File: config.mk
export PLATFORM = sky130hd
export DESIGN_NAME = xt_io_top
export DESIGN_NICKNAME = d
export VERILOG_FILES = /design/src/rtl/xt_io_pkg.sv /design/src/rtl/io_decoder.sv /design/src/rtl/ems_mapper.sv /design/src/rtl/io_byte_regs.sv /design/src/rtl/read_back_mux.sv /design/src/rtl/xt_io_top.sv
export SDC_FILE = /design/constraint.sdc
export NUM_CORES = 1
export LEC_CHECK = 0
export BUFFER_PORTS_ARGS = -buffer_cell sky130_fd_sc_hd__buf_2
export CAP_MARGIN = 20
export CORE_ASPECT_RATIO = 1.25
export CORE_MARGIN = 4
export CORE_UTILIZATION = 56
export DETAILED_ROUTE_END_ITERATION = 6
export GPL_TIMING_DRIVEN = 0
export PLACE_DENSITY = 0.8
export SLEW_MARGIN = 20
export SYNTH_ARGS = -nofsm -noshare
export SYNTH_HDL_FRONTEND = slang
export SYNTH_HIERARCHICAL = 1
export SYNTH_SLANG_ARGS = --single-unit
File: constraint.sdc
create_clock -name clock -period 1.75 [get_ports clock]
set_clock_uncertainty 0.2 [all_clocks]
set_input_delay 0.35 -clock clock [delete_from_list [all_inputs] [get_ports clock]]
set_output_delay 0.35 -clock clock [all_outputs]
set_load 0.01 [all_outputs]
File: src/rtl/xt_io_pkg.sv
// Shared bus, chip select and EMS types for the XT I/O glue block
// Also holds the fixed port addresses and the EMS write codes
// Imported by the RTL modules and by the testbench

package xt_io_pkg;

    // One sample of the system bus, all strobes active low
    typedef struct packed {
        logic [19:0] address;
        logic [7:0]  wdata;
        logic        io_read_n;
        logic        io_write_n;
        logic        memory_read_n;
        logic        address_enable_n;
    } io_bus_t;

    // Active-low selects for the chips outside the block
    typedef struct packed {
        logic dma_n;
        logic pic_n;
        logic pit_n;
        logic ppi_n;
        logic dma_page_n;
    } chip_select_t;

    // Hits on registers held inside the block, active high
    typedef struct packed {
        logic ems;
        logic lpt;
        logic nmi_mask;
    } io_hit_t;

    // Base segment of the four 16 KB EMS windows
    typedef enum logic [1:0] {
        SEG_A000 = 2'd0,
        SEG_C000 = 2'd1,
        SEG_D000 = 2'd2
    } ems_segment_e;

    typedef struct packed {
        logic [6:0] page;
        logic       enable;
    } ems_entry_t;

    // Map entries, one per memory window
    localparam int EMS_ENTRIES = 4;

    // Tandy NMI mask ports 0xA0..0xA7
    localparam logic [15:0] NMI_MASK_BASE = 16'h00A0;

    // Port bases used unless the top level overrides them
    localparam logic [15:0] DEFAULT_EMS_IO_BASE = 16'h0260;
    localparam logic [15:0] DEFAULT_LPT_IO_BASE = 16'h0378;

    // Writing this byte turns an entry off
    localparam logic [7:0] EMS_DISABLE_CODE = 8'hFF;

    // Bytes below this are page numbers
    localparam logic [7:0] EMS_PAGE_LIMIT = 8'h80;

endpackage

File: src/rtl/io_decoder.sv
// I/O address decode of the XT glue block
// Produces the external chip selects of the low I/O page and the
// hits on the internal EMS, printer and NMI mask registers

`timescale 1ns/1ps

module io_decoder #(
    parameter logic [15:0] EMS_IO_BASE = xt_io_pkg::DEFAULT_EMS_IO_BASE,
    parameter logic [15:0] LPT_IO_BASE = xt_io_pkg::DEFAULT_LPT_IO_BASE
) (
    input  xt_io_pkg::io_bus_t      bus_i,
    input  logic                    tandy_video_i,
    input  logic                    ems_enabled_i,
    output xt_io_pkg::chip_select_t chip_select_o,
    output xt_io_pkg::io_hit_t      hit_o
);

    import xt_io_pkg::*;

    logic         iorq;
    logic         io_cycle;
    logic         low_page;
    logic [15:0]  io_address;
    chip_select_t select_n;

    assign iorq       = !bus_i.io_read_n || !bus_i.io_write_n;
    assign io_cycle   = iorq && !bus_i.address_enable_n;
    assign io_address = bus_i.address[15:0];

    // Ports 0x000..0x0FF belong to the motherboard chips
    assign low_page = io_cycle && (bus_i.address[9:8] == 2'b00);

    // One select per 32-port block, codes 5..7 are unused
    always_comb begin
        select_n = '1;
        if (low_page) begin
            case (bus_i.address[7:5])
                3'd0: begin
                    select_n.dma_n = 1'b0;
                end
                3'd1: begin
                    select_n.pic_n = 1'b0;
                end
                3'd2: begin
                    select_n.pit_n = 1'b0;
                end
                3'd3: begin
                    select_n.ppi_n = 1'b0;
                end
                3'd4: begin
                    select_n.dma_page_n = 1'b0;
                end
                default: begin
                    select_n = '1;
                end
            endcase
        end
    end

    assign chip_select_o = select_n;

    // EMS map covers four ports from the base
    assign hit_o.ems = io_cycle && ems_enabled_i
        && (io_address[15:2] == EMS_IO_BASE[15:2]);

    assign hit_o.lpt = io_cycle && (io_address == LPT_IO_BASE);

    // NMI mask only exists on Tandy machines
    assign hit_o.nmi_mask = io_cycle && tandy_video_i
        && (io_address[15:3] == NMI_MASK_BASE[15:3]);

endmodule

File: src/rtl/ems_mapper.sv
// EMS page map register bank and memory window decode
// Port writes go through one pipeline stage before the entry changes,
// the window hits follow the entries combinationally

`timescale 1ns/1ps

module ems_mapper (
    input  logic                  clock,
    input  logic                  reset,
    input  xt_io_pkg::io_bus_t    bus_i,
    input  logic                  ems_hit_i,
    input  logic [1:0]            ems_address_i,
    output xt_io_pkg::ems_entry_t entry_o [xt_io_pkg::EMS_ENTRIES],
    output logic [xt_io_pkg::EMS_ENTRIES-1:0] ems_window_o
);

    import xt_io_pkg::*;

    logic         iorq;
    logic         wr_valid;
    ems_entry_t   wr_value;
    logic         wr_strobe_q;
    logic [1:0]   wr_index_q;
    ems_entry_t   wr_entry_q;
    ems_segment_e segment;
    logic [3:0]   seg_nibble;

    assign iorq = !bus_i.io_read_n || !bus_i.io_write_n;

    // 0xFF disables, a page number enables, anything else is ignored
    always_comb begin
        wr_valid = 1'b1;
        wr_value = '0;
        if (bus_i.wdata == EMS_DISABLE_CODE) begin
            wr_value.page   = EMS_DISABLE_CODE[6:0];
            wr_value.enable = 1'b0;
        end else if (bus_i.wdata < EMS_PAGE_LIMIT) begin
            wr_value.page   = bus_i.wdata[6:0];
            wr_value.enable = 1'b1;
        end else begin
            wr_valid = 1'b0;
        end
    end

    always_ff @(posedge clock or posedge reset) begin
        if (reset) begin
            wr_strobe_q <= 1'b0;
        end else begin
            wr_strobe_q <= ems_hit_i && !bus_i.io_write_n && wr_valid;
        end
    end

    always_ff @(posedge clock) begin
        wr_index_q <= bus_i.address[1:0];
        wr_entry_q <= wr_value;
    end

    // Entry update one edge after the write was seen
    always_ff @(posedge clock or posedge reset) begin
        if (reset) begin
            for (int i = 0; i < EMS_ENTRIES; i++) begin
                entry_o[i] <= '0;
            end
        end else if (wr_strobe_q) begin
            entry_o[wr_index_q] <= wr_entry_q;
        end
    end

    always_comb begin
        case (ems_address_i)
            2'd0:    segment = SEG_A000;
            2'd1:    segment = SEG_C000;
            default: segment = SEG_D000;
        endcase
    end

    // Upper address nibble of the window base
    always_comb begin
        case (segment)
            SEG_A000: seg_nibble = 4'hA;
            SEG_C000: seg_nibble = 4'hC;
            default:  seg_nibble = 4'hD;
        endcase
    end

    // Window k spans 16 KB at segment + k * 0x400
    for (genvar k = 0; k < EMS_ENTRIES; k++) begin : g_window
        assign ems_window_o[k] = entry_o[k].enable && !iorq
            && (bus_i.address[19:14] == {seg_nibble, 2'(k)});
    end

endmodule

File: src/rtl/io_byte_regs.sv
// Printer data latch and Tandy NMI mask register
// Each byte is loaded from the bus on an I/O write that hits it
// and is visible from the next cycle on

`timescale 1ns/1ps

module io_byte_regs (
    input  logic               clock,
    input  logic               reset,
    input  xt_io_pkg::io_bus_t bus_i,
    input  logic               lpt_hit_i,
    input  logic               nmi_hit_i,
    output logic [7:0]         lpt_data_o,
    output logic [7:0]         nmi_mask_o
);

    logic lpt_write;
    logic nmi_write;

    assign lpt_write = lpt_hit_i && !bus_i.io_write_n;
    assign nmi_write = nmi_hit_i && !bus_i.io_write_n;

    // Printer data port, idles high like the real latch
    always_ff @(posedge clock or posedge reset) begin
        if (reset) begin
            lpt_data_o <= 8'hFF;
        end else if (lpt_write) begin
            lpt_data_o <= bus_i.wdata;
        end
    end

    // NMI mask starts with every bit set
    always_ff @(posedge clock or posedge reset) begin
        if (reset) begin
            nmi_mask_o <= 8'hFF;
        end else if (nmi_write) begin
            nmi_mask_o <= bus_i.wdata;
        end
    end

endmodule

File: src/rtl/read_back_mux.sv
// Registered read-back of the chipset's own registers
// Picks the highest priority hit in an I/O read and drives its data
// with the chipset flag on the following cycle

`timescale 1ns/1ps

module read_back_mux (
    input  logic                  clock,
    input  logic                  reset,
    input  xt_io_pkg::io_bus_t    bus_i,
    input  xt_io_pkg::io_hit_t    hit_i,
    input  xt_io_pkg::ems_entry_t entry_i [xt_io_pkg::EMS_ENTRIES],
    input  logic [7:0]            lpt_data_i,
    input  logic [7:0]            nmi_mask_i,
    output logic [7:0]            data_bus_out_o,
    output logic                  data_from_chipset_o
);

    import xt_io_pkg::*;

    logic       io_read;
    ems_entry_t ems_entry;
    logic [7:0] ems_data;

    assign io_read = !bus_i.io_read_n;

    // Disabled entries read back as 0xFF
    assign ems_entry = entry_i[bus_i.address[1:0]];
    assign ems_data  = ems_entry.enable ? {1'b0, ems_entry.page} : 8'hFF;

    // EMS first, then printer, then NMI mask
    always_ff @(posedge clock or posedge reset) begin
        if (reset) begin
            data_from_chipset_o <= 1'b0;
            data_bus_out_o      <= 8'h00;
        end else if (io_read && hit_i.ems) begin
            data_from_chipset_o <= 1'b1;
            data_bus_out_o      <= ems_data;
        end else if (io_read && hit_i.lpt) begin
            data_from_chipset_o <= 1'b1;
            data_bus_out_o      <= lpt_data_i;
        end else if (io_read && hit_i.nmi_mask) begin
            data_from_chipset_o <= 1'b1;
            data_bus_out_o      <= nmi_mask_i;
        end else begin
            data_from_chipset_o <= 1'b0;
            data_bus_out_o      <= 8'h00;
        end
    end

endmodule

File: src/rtl/xt_io_top.sv
// Top of the XT I/O glue block
// Packs the system bus into one struct and connects the decoder,
// the EMS map, the byte registers and the read-back path

`timescale 1ns/1ps

module xt_io_top #(
    parameter logic [15:0] EMS_IO_BASE = xt_io_pkg::DEFAULT_EMS_IO_BASE,
    parameter logic [15:0] LPT_IO_BASE = xt_io_pkg::DEFAULT_LPT_IO_BASE
) (
    input  logic                    clock,
    input  logic                    reset,
    input  logic [19:0]             address_i,
    input  logic [7:0]              data_i,
    input  logic                    io_read_n_i,
    input  logic                    io_write_n_i,
    input  logic                    memory_read_n_i,
    input  logic                    address_enable_n_i,
    input  logic                    tandy_video_i,
    input  logic                    ems_enabled_i,
    input  logic [1:0]              ems_address_i,
    output xt_io_pkg::chip_select_t chip_select_o,
    output logic [xt_io_pkg::EMS_ENTRIES-1:0] ems_window_o,
    output logic [7:0]              data_bus_out_o,
    output logic                    data_bus_out_from_chipset_o
);

    import xt_io_pkg::*;

    io_bus_t    bus;
    io_hit_t    hit;
    ems_entry_t ems_entry [EMS_ENTRIES];
    logic [7:0] lpt_data;
    logic [7:0] nmi_mask;

    assign bus.address          = address_i;
    assign bus.wdata            = data_i;
    assign bus.io_read_n        = io_read_n_i;
    assign bus.io_write_n       = io_write_n_i;
    assign bus.memory_read_n    = memory_read_n_i;
    assign bus.address_enable_n = address_enable_n_i;

    io_decoder #(
        .EMS_IO_BASE (EMS_IO_BASE),
        .LPT_IO_BASE (LPT_IO_BASE)
    ) u_io_decoder (
        .bus_i         (bus),
        .tandy_video_i (tandy_video_i),
        .ems_enabled_i (ems_enabled_i),
        .chip_select_o (chip_select_o),
        .hit_o         (hit)
    );

    ems_mapper u_ems_mapper (
        .clock         (clock),
        .reset         (reset),
        .bus_i         (bus),
        .ems_hit_i     (hit.ems),
        .ems_address_i (ems_address_i),
        .entry_o       (ems_entry),
        .ems_window_o  (ems_window_o)
    );

    io_byte_regs u_io_byte_regs (
        .clock      (clock),
        .reset      (reset),
        .bus_i      (bus),
        .lpt_hit_i  (hit.lpt),
        .nmi_hit_i  (hit.nmi_mask),
        .lpt_data_o (lpt_data),
        .nmi_mask_o (nmi_mask)
    );

    read_back_mux u_read_back_mux (
        .clock               (clock),
        .reset               (reset),
        .bus_i               (bus),
        .hit_i               (hit),
        .entry_i             (ems_entry),
        .lpt_data_i          (lpt_data),
        .nmi_mask_i          (nmi_mask),
        .data_bus_out_o      (data_bus_out_o),
        .data_from_chipset_o (data_bus_out_from_chipset_o)
    );

endmodule

==> implementation parameters, run 1 <==
Parameter                              Value

Status
  Result of the run ... complete, but fails checks
  Violations in the final reports ... negative setup slack

Power
  Pwr per Cell Area ... 758 nW/um2
  Maximum vdd drop ... 0.546 mV
  Leakage power total ... 1.94 nW

Final layout
  Final cell utilization of the core ... 74.5%
  Syn-to-layout area delta ... 27.3%
  Share of post-route cells with drive strength above 1 ... 60.4%
  Antenna Diode Count ... 0
  Most frequent cells in the layout ... buf_2, dfrtp_1, mux2_2
  Number of nets in the layout ... 346
  Most common library cell in the layout ignoring fill and taps ... buf_2

Logic synthesis
  Count of flip-flops with a built-in enable after synthesis ... 0
  Avg Cell Area, Syn ... 13.9 um2
  Flip-flop and latch count after synthesis ... 68
  Most common flop cell mapped by yosys ... dfrtp_1
  Fraction of the yosys area taken by sequential cells ... 52.2%
  Cells taking the most area after synthesis ... dfrtp_1, mux2_2, dfstp_2
  Mapped Nets ... 269
  Cell type with the largest total area after synthesis ... dfrtp_1
  Number of library cell types mapped by synthesis ... 43
  Yosys top cell area share ... 32.8%
  Synthesized cell area ... 3200 um2
  Warning count from the yosys run ... 6
  Ys async rst share ... 85.3%
  Number of instances in the synthesized netlist ... 231

Timing
  Crit path time final ... 1940 ps
  Tcrit/Tclk final ... 111%
  Post-route worst setup slack ... -190 ps
  Setup repair after global routing missed its margin ... true
  Slew at the pin with the worst max-slew slack ... 677 ps
  Total count of max-transition violations in the final report ... 0
  Total negative slack ... -3050 ps
  Worst slack on hold paths ... 29.7 ps
  Endpoints failing setup ... 24
  Fmax achieved ... 515 MHz
  Final Hold Vio Count ... 0
  Worst max-slew margin expressed relative to the limit ... 54.8%

Setup path
  Register-to-register path setup slack ... 60 ps
  Most frequent CP cell ... buf_6
  Critical-path maximum fanout ... 9
  Slowest cell on crit path ... mux2_2
  Critical path required time ... 1830 ps
  Slowest cell delay on critical path ... 340 ps
  Type of element capturing the critical path ... flop
  CP Class ... in -> reg
  Cells along the critical path ... buf_6 -> nor4_4 -> nand4_2 -> a2111oi_4 -> buf_4 -> nor2b_4 -> buf_6 -> mux2_2
  Kind of start point of the critical path ... input pin
  CP arrival ... 2020 ps

Clock network
  Clock insertion delay at the later pin of the skew report ... 350 ps
  Number of H-tree levels ... 3
  CTS tree ... yes
  Clock Pin Slew Worst Setup and Hold Paths ... 70 ps
  Buffers from clock root to sink, at most ... 2
  Clk root buf ... clkbuf_8
  Clock buffers created by TritonCTS ... 9
  Clk sink count ... 68

Die
  Horizontal die dimension ... 75.7 um
  Chip height ... 92.6 um
  DIE AREA ... 7000 um2
  Ports ... 56
  Total core area ... 5480 um2
  Site row count ... 30
  Starting density of the core ... 58.5%

Place
  Dpl hpwl ... 4630 um
  Quantity of I/O buffers inserted on ports ... 54
  Gp weighted congestion ... 0.784

GRT
  Antenna violations before repair ... 0
  Total overflow reported by the global router ... 0
  GR Util All Layers ... 22.7%
  Wire length of the first global-routing pass ... 11600 um
  Largest net degree at the start of global routing ... 34
  Vias in the first global route ... 2311

Detailed routing
  Met3 Wirelength ... 283 um
  Total length of routed met2 wires ... 3740 um
  Detail-routed net length per standard cell ... 19.4 um
  Length of routed wiring on met1 ... 3020 um
  Number of DRC violations after detailed routing ... 0
  Detailed router's first-iteration violation count ... 119
  Detailed-route vias per instance ... 5.78
  Max layer used ... met4
  Number of search-and-repair iterations in the first detailed-routing pass ... 4
  ANT nets after route ... 0
  Overall routed net length ... 7300 um
  Vias after detailed routing ... 2180

Job
  Number of maximum-capacitance constraint violations ... 0

Min path
  Worst min path class ... in -> reg
-- Yosys cell counts (2+ instances only) --
| cell type | count |
|---|---|
| a211oi_1 | 16 |
| a21oi_1 | 5 |
| and2_1 | 6 |
| and3b_1 | 9 |
| buf_2 | 2 |
| buf_6 | 4 |
| dfrtp_1 | 42 |
| dfstp_2 | 16 |
| dfxtp_1 | 10 |
| inv_1 | 12 |
| mux2_2 | 40 |
| mux2_4 | 8 |
| mux2i_1 | 2 |
| mux4_1 | 7 |
| nand2_1 | 8 |
| nand3_1 | 4 |
| nand3b_1 | 3 |
| nand3b_2 | 2 |
| nor2_1 | 7 |
| nor2b_1 | 2 |
| nor3_1 | 2 |
| or3_1 | 3 |
-- final cells by class --
type                       count  area [um2]
timing repair buffer          66         424
buffer                         6        53.8
inverter                      12        45.0
clock buffer                  10         138
tap                           64        80.1
fill                         348        1400
clock inverter                 6        63.8
multi-input combinational    145        1600
sequential                    68        1670
-- path summary, 6_finish.rpt --
kind / end / startpoint / cells after the start
worst max-delay path: u_io_byte_regs/lpt_data_o[0] / address_i[13] / 8
worst min-delay path: u_ems_mapper/wr_entry_q[0] / data_i[7] / 2
worst max register to register: u_read_back_mux/data_bus_out_o[3] / u_ems_mapper/entry_o[24] / 6
worst min register to register: u_ems_mapper/entry_o[22] / u_ems_mapper/entry_o[22] / 1
max in group asynchronous: u_ems_mapper/entry_o[26] / reset / 3
min in group asynchronous: u_read_back_mux/data_bus_out_o[3] / reset / 3
-- stage by stage --
stage	total power (W)	std cells	cell area, um2	setup WS (ps)
2_1_floorplan	0.00169	231	3220	-361
3_3_place_gp	0.00178	349	3570	-722
3_5_place_dp	0.00178	349	3570	-756
4_1_cts	0.00309	375	4000	-192
5_1_grt	0.00320	377	4080	-254
6_report	0.00309	377	4080	-190
-- worst max-delay path: cells and delay by family --
kind	cells	cell delay [ps]
buf+inv	3	470
mux	1	340
simple gates	3	640
compound gates	1	230
-- state kept, by name, indices dropped and copies added (netlist names) --
signal                               flops
u_read_back_mux/data_from_chipset_o      1
u_ems_mapper/entry_o                    32
u_ems_mapper/wr_strobe_q                 1
u_io_byte_regs/nmi_mask_o                8
u_ems_mapper/wr_index_q                  2
u_read_back_mux/data_bus_out_o           8
u_ems_mapper/wr_entry_q                  8
u_io_byte_regs/lpt_data_o                8
-- power by group --
| part | internal [W] | switching, W | total (W) |
|---|---|---|---|
| combinational | 0.0000822 | 0.000111 | 0.000193 |
| sequential | 0.00158 | 0.0000142 | 0.00160 |
| clock | 0.000693 | 0.000611 | 0.00130 |
-- cells by family (layout without fill, tap and decap cells) --
group                  count (synthesis)  after routing  share of synthesized area [%]
buffers and inverters                 19            100                           3.24
AOI/OAI and AO/OA                     26             26                           6.56
and+or+nand+nor                       61             62                           13.9
DFF                                   68             68                           52.2
muxes                                 57             57                           24.2
-- timing repair --
item,CTS,global route
buffers inserted,7,2
gates cloned,1,0
resized for setup,31,18
hold buffers,3,0
pin swaps,14,4
setup endpoints to repair,34,33
endpoints found under the hold margin,44,0
-- layer usage --
layer  vias to the layer above  track usage, %
met5                         -               0
met4                         0            11.1
met3                        25            5.75
met2                        63            35.6
met1                      1075            28.6
li1                       1017               -
(Power assumes the default switching activity.)
==> run 2: changes to the inputs <==
HOLD_SLACK_MARGIN = 0.08   (was default)
==> run 2 against run 1 <==
  * The run still ends with negative setup slack left
  * Non-clock buffer count is 8 higher
  * Utilization is 1.2 points higher
  * Sequential power hardly changed
  * Combinational power is 8% higher
  * Via count is 3.7% higher
  * Flip-flop and latch count stayed put
  * Total power is 0.46% higher
  * Worst setup slack better by 7.1 ps
  * Cell area is 1.6% higher
  * Final cell count is 2.1% higher
  * Clock power hardly changed
  * Critical path type is now reg -> out
  * Critical endpoint is now ems_window_o[0]
==> implementation parameters, run 2 (same netlist as run 1, synthesis figures left out) <==
Parameter                              Value

Timing
  Final Hold Vio Count ... 0 (unchanged)
  Tcrit/Tclk final ... 110% (-0.40 points)
  Post-route worst setup slack ... -183 ps (+7.09 ps)
  Crit path time final ... 1930 ps (-7.09 ps)
  Setup repair after global routing missed its margin ... true
  Worst max-slew margin expressed relative to the limit ... 55.0% (+0.23 points)
  Slew at the pin with the worst max-slew slack ... 674 ps (-3.50 ps)
  Fmax achieved ... 517 MHz (+0.37%)
  Endpoints failing setup ... 25 (+4.2%)
  Total count of max-transition violations in the final report ... 0 (unchanged)

GRT
  Wire length of the first global-routing pass ... 11900 um (+2.6%)
  Vias in the first global route ... 2380 (+3.0%)
  Antenna violations before repair ... 0 (unchanged)
  Total overflow reported by the global router ... 0 (unchanged)
  GR Util All Layers ... 23.2% (+0.54 points)
  Largest net degree at the start of global routing ... 34 (unchanged)

Clock network
  Clock buffers created by TritonCTS ... 9 (unchanged)
  Clock insertion delay at the later pin of the skew report ... 350 ps (about the same)
  Number of H-tree levels ... 3 (unchanged)
  Clk sink count ... 68 (unchanged)
  Clock Pin Slew Worst Setup and Hold Paths ... 70 ps (about the same)
  Buffers from clock root to sink, at most ... 2 (unchanged)
  Clk root buf ... clkbuf_8
  CTS tree ... yes

Die
  Site row count ... 30 (unchanged)
  DIE AREA ... 7000 um2 (unchanged)
  Starting density of the core ... 58.5% (unchanged)
  Total core area ... 5480 um2 (unchanged)
  Ports ... 56 (unchanged)
  Horizontal die dimension ... 75.7 um (unchanged)
  Chip height ... 92.6 um (unchanged)

Detailed routing
  Detailed-route vias per instance ... 5.87 (+1.5%)
  Overall routed net length ... 7610 um (+4.2%)
  Vias after detailed routing ... 2260 (+3.7%)
  Detailed router's first-iteration violation count ... 132 (+11%)
  ANT nets after route ... 0 (unchanged)
  Number of DRC violations after detailed routing ... 0 (unchanged)
  Number of search-and-repair iterations in the first detailed-routing pass ... 4 (unchanged)
  Detail-routed net length per standard cell ... 19.8 um (+2.1%)

Setup path
  Kind of start point of the critical path ... flop
  Depth of the most critical reg-to-reg path ... 6 (unchanged)
  Register-to-register path setup slack ... 80 ps (+20 ps)
  Critical R2R Launch ... u_ems_mapper/entry_o[24]
  Reg-to-Reg End ... u_read_back_mux/data_bus_out_o[6]
  Crit path from ... u_ems_mapper/entry_o[24]
  Type of element capturing the critical path ... primary output
  Critical-path maximum fanout ... 2 (-7)
  Critical path required time ... 1200 ps (-630 ps)
  CP Class ... reg -> out
  CP arrival ... 1380 ps (-640 ps)

Place
  Dpl hpwl ... 4630 um (unchanged)
  Quantity of I/O buffers inserted on ports ... 54 (unchanged)
  Instance count after placement with tap cells included ... 349 (unchanged)
  Gp weighted congestion ... 0.784 (unchanged)

Power
  Combinational power share ... 6.7% (+0.5 points)
  Pwr per Cell Area ... 750 nW/um2 (-1.1%)
  Total power ... 0.00311 W (+0.46%)
  Switching fraction of total power ... 23.8% (about the same)
  Net switching power of the design ... 0.000738 W (+0.37%)
  Maximum vdd drop ... 0.549 mV (+0.46%)
  Cell Int Power ... 0.00237 W (+0.49%)
  Sequential group share of total power ... 51.4% (-0.2 points)
  Clock network fraction of total power ... 41.9% (-0.3 points)
  Leakage power total ... 1.96 nW (+1.2%)

Final layout
  Flip-flop count of the largest register after layout ... 32 (unchanged)
  Most frequent cells in the layout ... buf_2, dfrtp_1, mux2_2
  Share of post-route cells with drive strength above 1 ... 57.3% (-3.1 points)
  Non-filler cells in the finished layout ... 385 (+2.1%)
  Number of nets in the layout ... 354 (+2.3%)
  Register with the most flip-flops ... u_ems_mapper/entry_o
  Syn-to-layout area delta ... 29.3%
  Most common library cell in the layout ignoring fill and taps ... buf_2
  Antenna Diode Count ... 0 (unchanged)

Min path
  Depth of the worst hold-timing path ... 2 (unchanged)
  Hold path start ... data_i[5]
  Worst min path class ... in -> reg
  Endpoint with the worst hold slack ... u_io_byte_regs/lpt_data_o[5]

Status
  Violations in the final reports ... negative setup slack
  Result of the run ... complete, but fails checks

Job
  Number of maximum-capacitance constraint violations ... 0 (unchanged)
## run 2: worst max-delay path by stage
stage | to | slack [ps] | cells after the start
5_1_grt | ems_window_o[0] | -230 | 3
3_3_place_gp | u_read_back_mux/data_bus_out_o[3] | -720 | 7
2_1_floorplan | u_io_byte_regs/lpt_data_o[0] | -360 | 6
4_1_cts | ems_window_o[0] | -190 | 3
6_report | ems_window_o[0] | -180 | 3
3_5_place_dp | u_read_back_mux/data_bus_out_o[1] | -760 | 7
## run 2: power by group through the flow
stage / clock network (W) / logic [W] / registers [W]
floorplan: 0 / 0.0000726 / 0.00162
global route: 0.00138 / 0.000225 / 0.00160
CTS: 0.00131 / 0.000202 / 0.00160
detailed placement: 0 / 0.000159 / 0.00162
global placement: 0 / 0.000156 / 0.00163
finish: 0.00130 / 0.000208 / 0.00160
## run 2: cell type report
cell class              instances  area [um2]
flip-flops and latches         68        1670
multi-input cells             145        1580
fillers                       329        1340
repair buffers                 74         508
clock buffers                  10         138
well taps                      64        80.1
clock inverters                 6        63.8
plain buffers                   6        57.6
inverters                      12        45.0
## run 2: worst max-delay path, cell delays in order (launching register included)
cell and delay, ps:
dfrtp_1 350, or4b_1 420, a21oi_1 120, buf_2 140
## run 2: routing by layer
metal | part of all wire, % | global-route usage, % | wire (um)
met1 | 39 | 28.7 | 3000
met5 | 0 | 0 | 0
met2 | 51 | 37.5 | 3890
met3 | 6.0 | 5.97 | 460
met4 | 3.4 | 10.3 | 255
## run 2: metrics by stage
stage / hold slack [ps] / setup TNS, ps / area, um2 / worst slack (ps) / util [%]
floorplan: -22.1 / -6740 / 3220 / -361 / -
global placement: 146 / -15360 / 3570 / -722 / 65.1
detailed placement: 152 / -16220 / 3570 / -756 / 65.1
CTS: 84.1 / -2670 / 4080 / -192 / 74.4
global route: 80.6 / -4210 / 4140 / -231 / 75.6
finish: 82.4 / -2500 / 4140 / -183 / 75.6
## run 2: what timing repair did
action	CTS	global route
hold buffers	11	0
endpoints found under the setup margin	34	33
pin swaps	14	5
gates resized for setup	31	15
endpoints found under the hold margin	53	0
cloned	1	0
setup buffers	7	2
==> run 3: changes to the inputs <==
RECOVER_POWER = 50   (was default)
TNS_END_PERCENT = 1   (was default)
==> run 3 against run 2 <==
  * The run still ends with negative setup slack left
  * Non-clock buffer count decreased by 7
  * Combinational power shrank 7%
  * First-iteration DRC count decreased by 11%
  * Critical path type is now in -> reg
  * Largest cell class unchanged
  * Highest routed layer unchanged
==> implementation parameters, run 3 (same netlist as run 1, synthesis figures left out) <==
Parameter                              Value

Status
  Result of the run ... complete, but fails checks
  Violations in the final reports ... negative setup slack

Detailed routing
  Detailed router's first-iteration violation count ... 118 (-11%)
  Detail-routed net length per standard cell ... 19.0 um (-3.8%)
  Vias after detailed routing ... 2218 (-1.9%)
  ANT nets after route ... 0 (unchanged)
  Number of search-and-repair iterations in the first detailed-routing pass ... 4 (unchanged)
  Detailed-route vias per instance ... 5.88 (+0.22%)
  Number of DRC violations after detailed routing ... 0 (unchanged)
  Overall routed net length ... 7160 um (-5.8%)

Min path
  Worst min path class ... in -> reg
  Endpoint with the worst hold slack ... u_io_byte_regs/nmi_mask_o[4]
  Depth of the worst hold-timing path ... 2 (unchanged)
  Hold path start ... data_i[4]

Final layout
  Syn-to-layout area delta ... 24.2%
  Number of nets in the layout ... 346 (-2.3%)
  Most frequent cells in the layout ... dfrtp_1, buf_2, mux2_2
  Share of post-route cells with drive strength above 1 ... 50.5% (-6.8 points)
  Antenna Diode Count ... 0 (unchanged)
  Non-filler cells in the finished layout ... 377 (-2.1%)
  Register with the most flip-flops ... u_ems_mapper/entry_o
  Flip-flop count of the largest register after layout ... 32 (unchanged)
  Most common library cell in the layout ignoring fill and taps ... dfrtp_1

Die
  Total core area ... 5480 um2 (unchanged)
  Horizontal die dimension ... 75.7 um (unchanged)
  Site row count ... 30 (unchanged)
  Starting density of the core ... 58.5% (unchanged)
  Chip height ... 92.6 um (unchanged)
  Ports ... 56 (unchanged)
  DIE AREA ... 7000 um2 (unchanged)

Setup path
  Type of element capturing the critical path ... flop
  Critical-path maximum fanout ... 7 (+5)
  Critical path required time ... 1750 ps (+550 ps)
  CP Class ... in -> reg
  Kind of start point of the critical path ... input pin
  Slowest cell delay on critical path ... 390 ps (-30 ps)
  Register-to-register path setup slack ... 130 ps (+50 ps)
  CP arrival ... 2030 ps (+650 ps)
  Depth of the most critical reg-to-reg path ... 2 (-4)
  Cells along the critical path ... buf_2 -> and4bb_1 -> nand4_2 -> a2111oi_4 -> buf_4 -> and3b_1 -> a211oi_2 -> a211oi_1
  Reg-to-Reg End ... u_ems_mapper/entry_o[30]
  Crit path from ... address_i[7]
  Critical R2R Launch ... u_ems_mapper/wr_strobe_q
  Slowest cell on crit path ... a2111oi_4

GRT
  Wire length of the first global-routing pass ... 11300 um (-5.7%)
  Vias in the first global route ... 2301 (-3.3%)
  Total overflow reported by the global router ... 0 (unchanged)
  Largest net degree at the start of global routing ... 34 (unchanged)
  Antenna violations before repair ... 0 (unchanged)
  GR Util All Layers ... 21.7% (-1.5 points)

Clock network
  Clock buffers created by TritonCTS ... 9 (unchanged)
  Clock Pin Slew Worst Setup and Hold Paths ... 70 ps (about the same)
  Clk root buf ... clkbuf_8
  Buffers from clock root to sink, at most ... 2 (unchanged)
  Clock insertion delay at the later pin of the skew report ... 340 ps (about the same)
  Clk sink count ... 68 (unchanged)
  CTS tree ... yes
  Number of H-tree levels ... 3 (unchanged)

Power
  Maximum vdd drop ... 0.469 mV (-14%)
  Total power ... 0.00291 W (-6.4%)
  Pwr per Cell Area ... 730 nW/um2 (-2.6%)
  Leakage power total ... 1.85 nW (-5.9%)

Place
  Quantity of I/O buffers inserted on ports ... 54 (unchanged)
  Gp weighted congestion ... 0.798 (+1.9%)
  Instance count after placement with tap cells included ... 349 (unchanged)
  Dpl hpwl ... 4630 um (about the same)

Timing
  Fmax achieved ... 492 MHz (-5.0%)
  Slew at the pin with the worst max-slew slack ... 685 ps (+11.4 ps)
  Setup repair after global routing missed its margin ... true
  Worst slack on hold paths ... 94.1 ps (+11.7 ps)
  Crit path time final ... 2030 ps (+101 ps)
  Total count of max-transition violations in the final report ... 0 (unchanged)
  Tcrit/Tclk final ... 116% (+5.8 points)
  Post-route worst setup slack ... -284 ps (-101 ps)
  Final Hold Vio Count ... 0 (unchanged)
  Endpoints failing setup ... 33 (+32%)
  Worst max-slew margin expressed relative to the limit ... 54.3% (-0.76 points)

Job
  Number of maximum-capacitance constraint violations ... 0 (unchanged)
==> run 3: changes by cell type in the layout (fill, tap and decap cells not counted), sizes merged <==
cell    previous run  this run
and4               2         1
clkbuf            11        26
bufinv             1         0
buf               68        48
clkinv             3         2
==> run 3: through the flow <==
stage	setup slack (ps)	setup TNS [ps]	cell area (um2)	utilization, %
2_1_floorplan	-361	-7350	3220	-
3_3_place_gp	-764	-16930	3570	65.1
3_5_place_dp	-787	-18180	3570	65.1
4_1_cts	-253	-5240	3980	72.7
5_1_grt	-379	-7690	3980	72.6
6_report	-284	-5620	3980	72.6
==> run 3: what timing repair did <==
action | 4_1_cts | 5_1_grt
buffers inserted | 1 | 0
hold buffers | 11 | 0
setup endpoints to repair | 34 | 34
hold endpoints to repair | 52 | 0
pin swaps | 19 | 3
resized for setup | 31 | 5
==> run 3: worst max-delay path by stage <==
stage | slack, ps | to
floorplan | -360 | u_io_byte_regs/lpt_data_o[0]
global placement | -760 | u_read_back_mux/data_bus_out_o[0]
detailed placement | -790 | u_read_back_mux/data_bus_out_o[2]
CTS | -250 | u_io_byte_regs/lpt_data_o[5]
global route | -380 | u_read_back_mux/data_bus_out_o[2]
finish | -280 | u_read_back_mux/data_bus_out_o[5]
==> run 3: routing by layer <==
layer	GRT usage, %	part of all wire [%]	vias to the layer above
met5	0	0	-
met4	10.9	2.3	0
met3	4.45	4.0	16
met2	34.9	51	56
met1	27.1	42	1130
li1	-	-	1016
==> run 3: worst max-delay path: cells and delay by family <==
kind / cells / cell delay (ps)
AO/OA/AOI/OAI: 3 / 680
buffers and inverters: 2 / 340
AND/OR/NAND/NOR: 3 / 660
==> run 3: report_power, final <==
group | total (W) | internal (W) | switching [W]
registers | 0.00160 | 0.00158 | 0.0000143
clock network | 0.00112 | 0.000548 | 0.000569
logic | 0.000193 | 0.0000825 | 0.000111
==> run 3: area by class of cell <==
cell class              count  area, um2
clock buffers              12        145
multi-input cells         144       1560
fillers                   354       1500
repair buffers             66        389
flip-flops and latches     68       1670
well taps                  64       80.1
plain buffers               7       68.8
inverters                  12       45.0
clock inverters             4       25.0
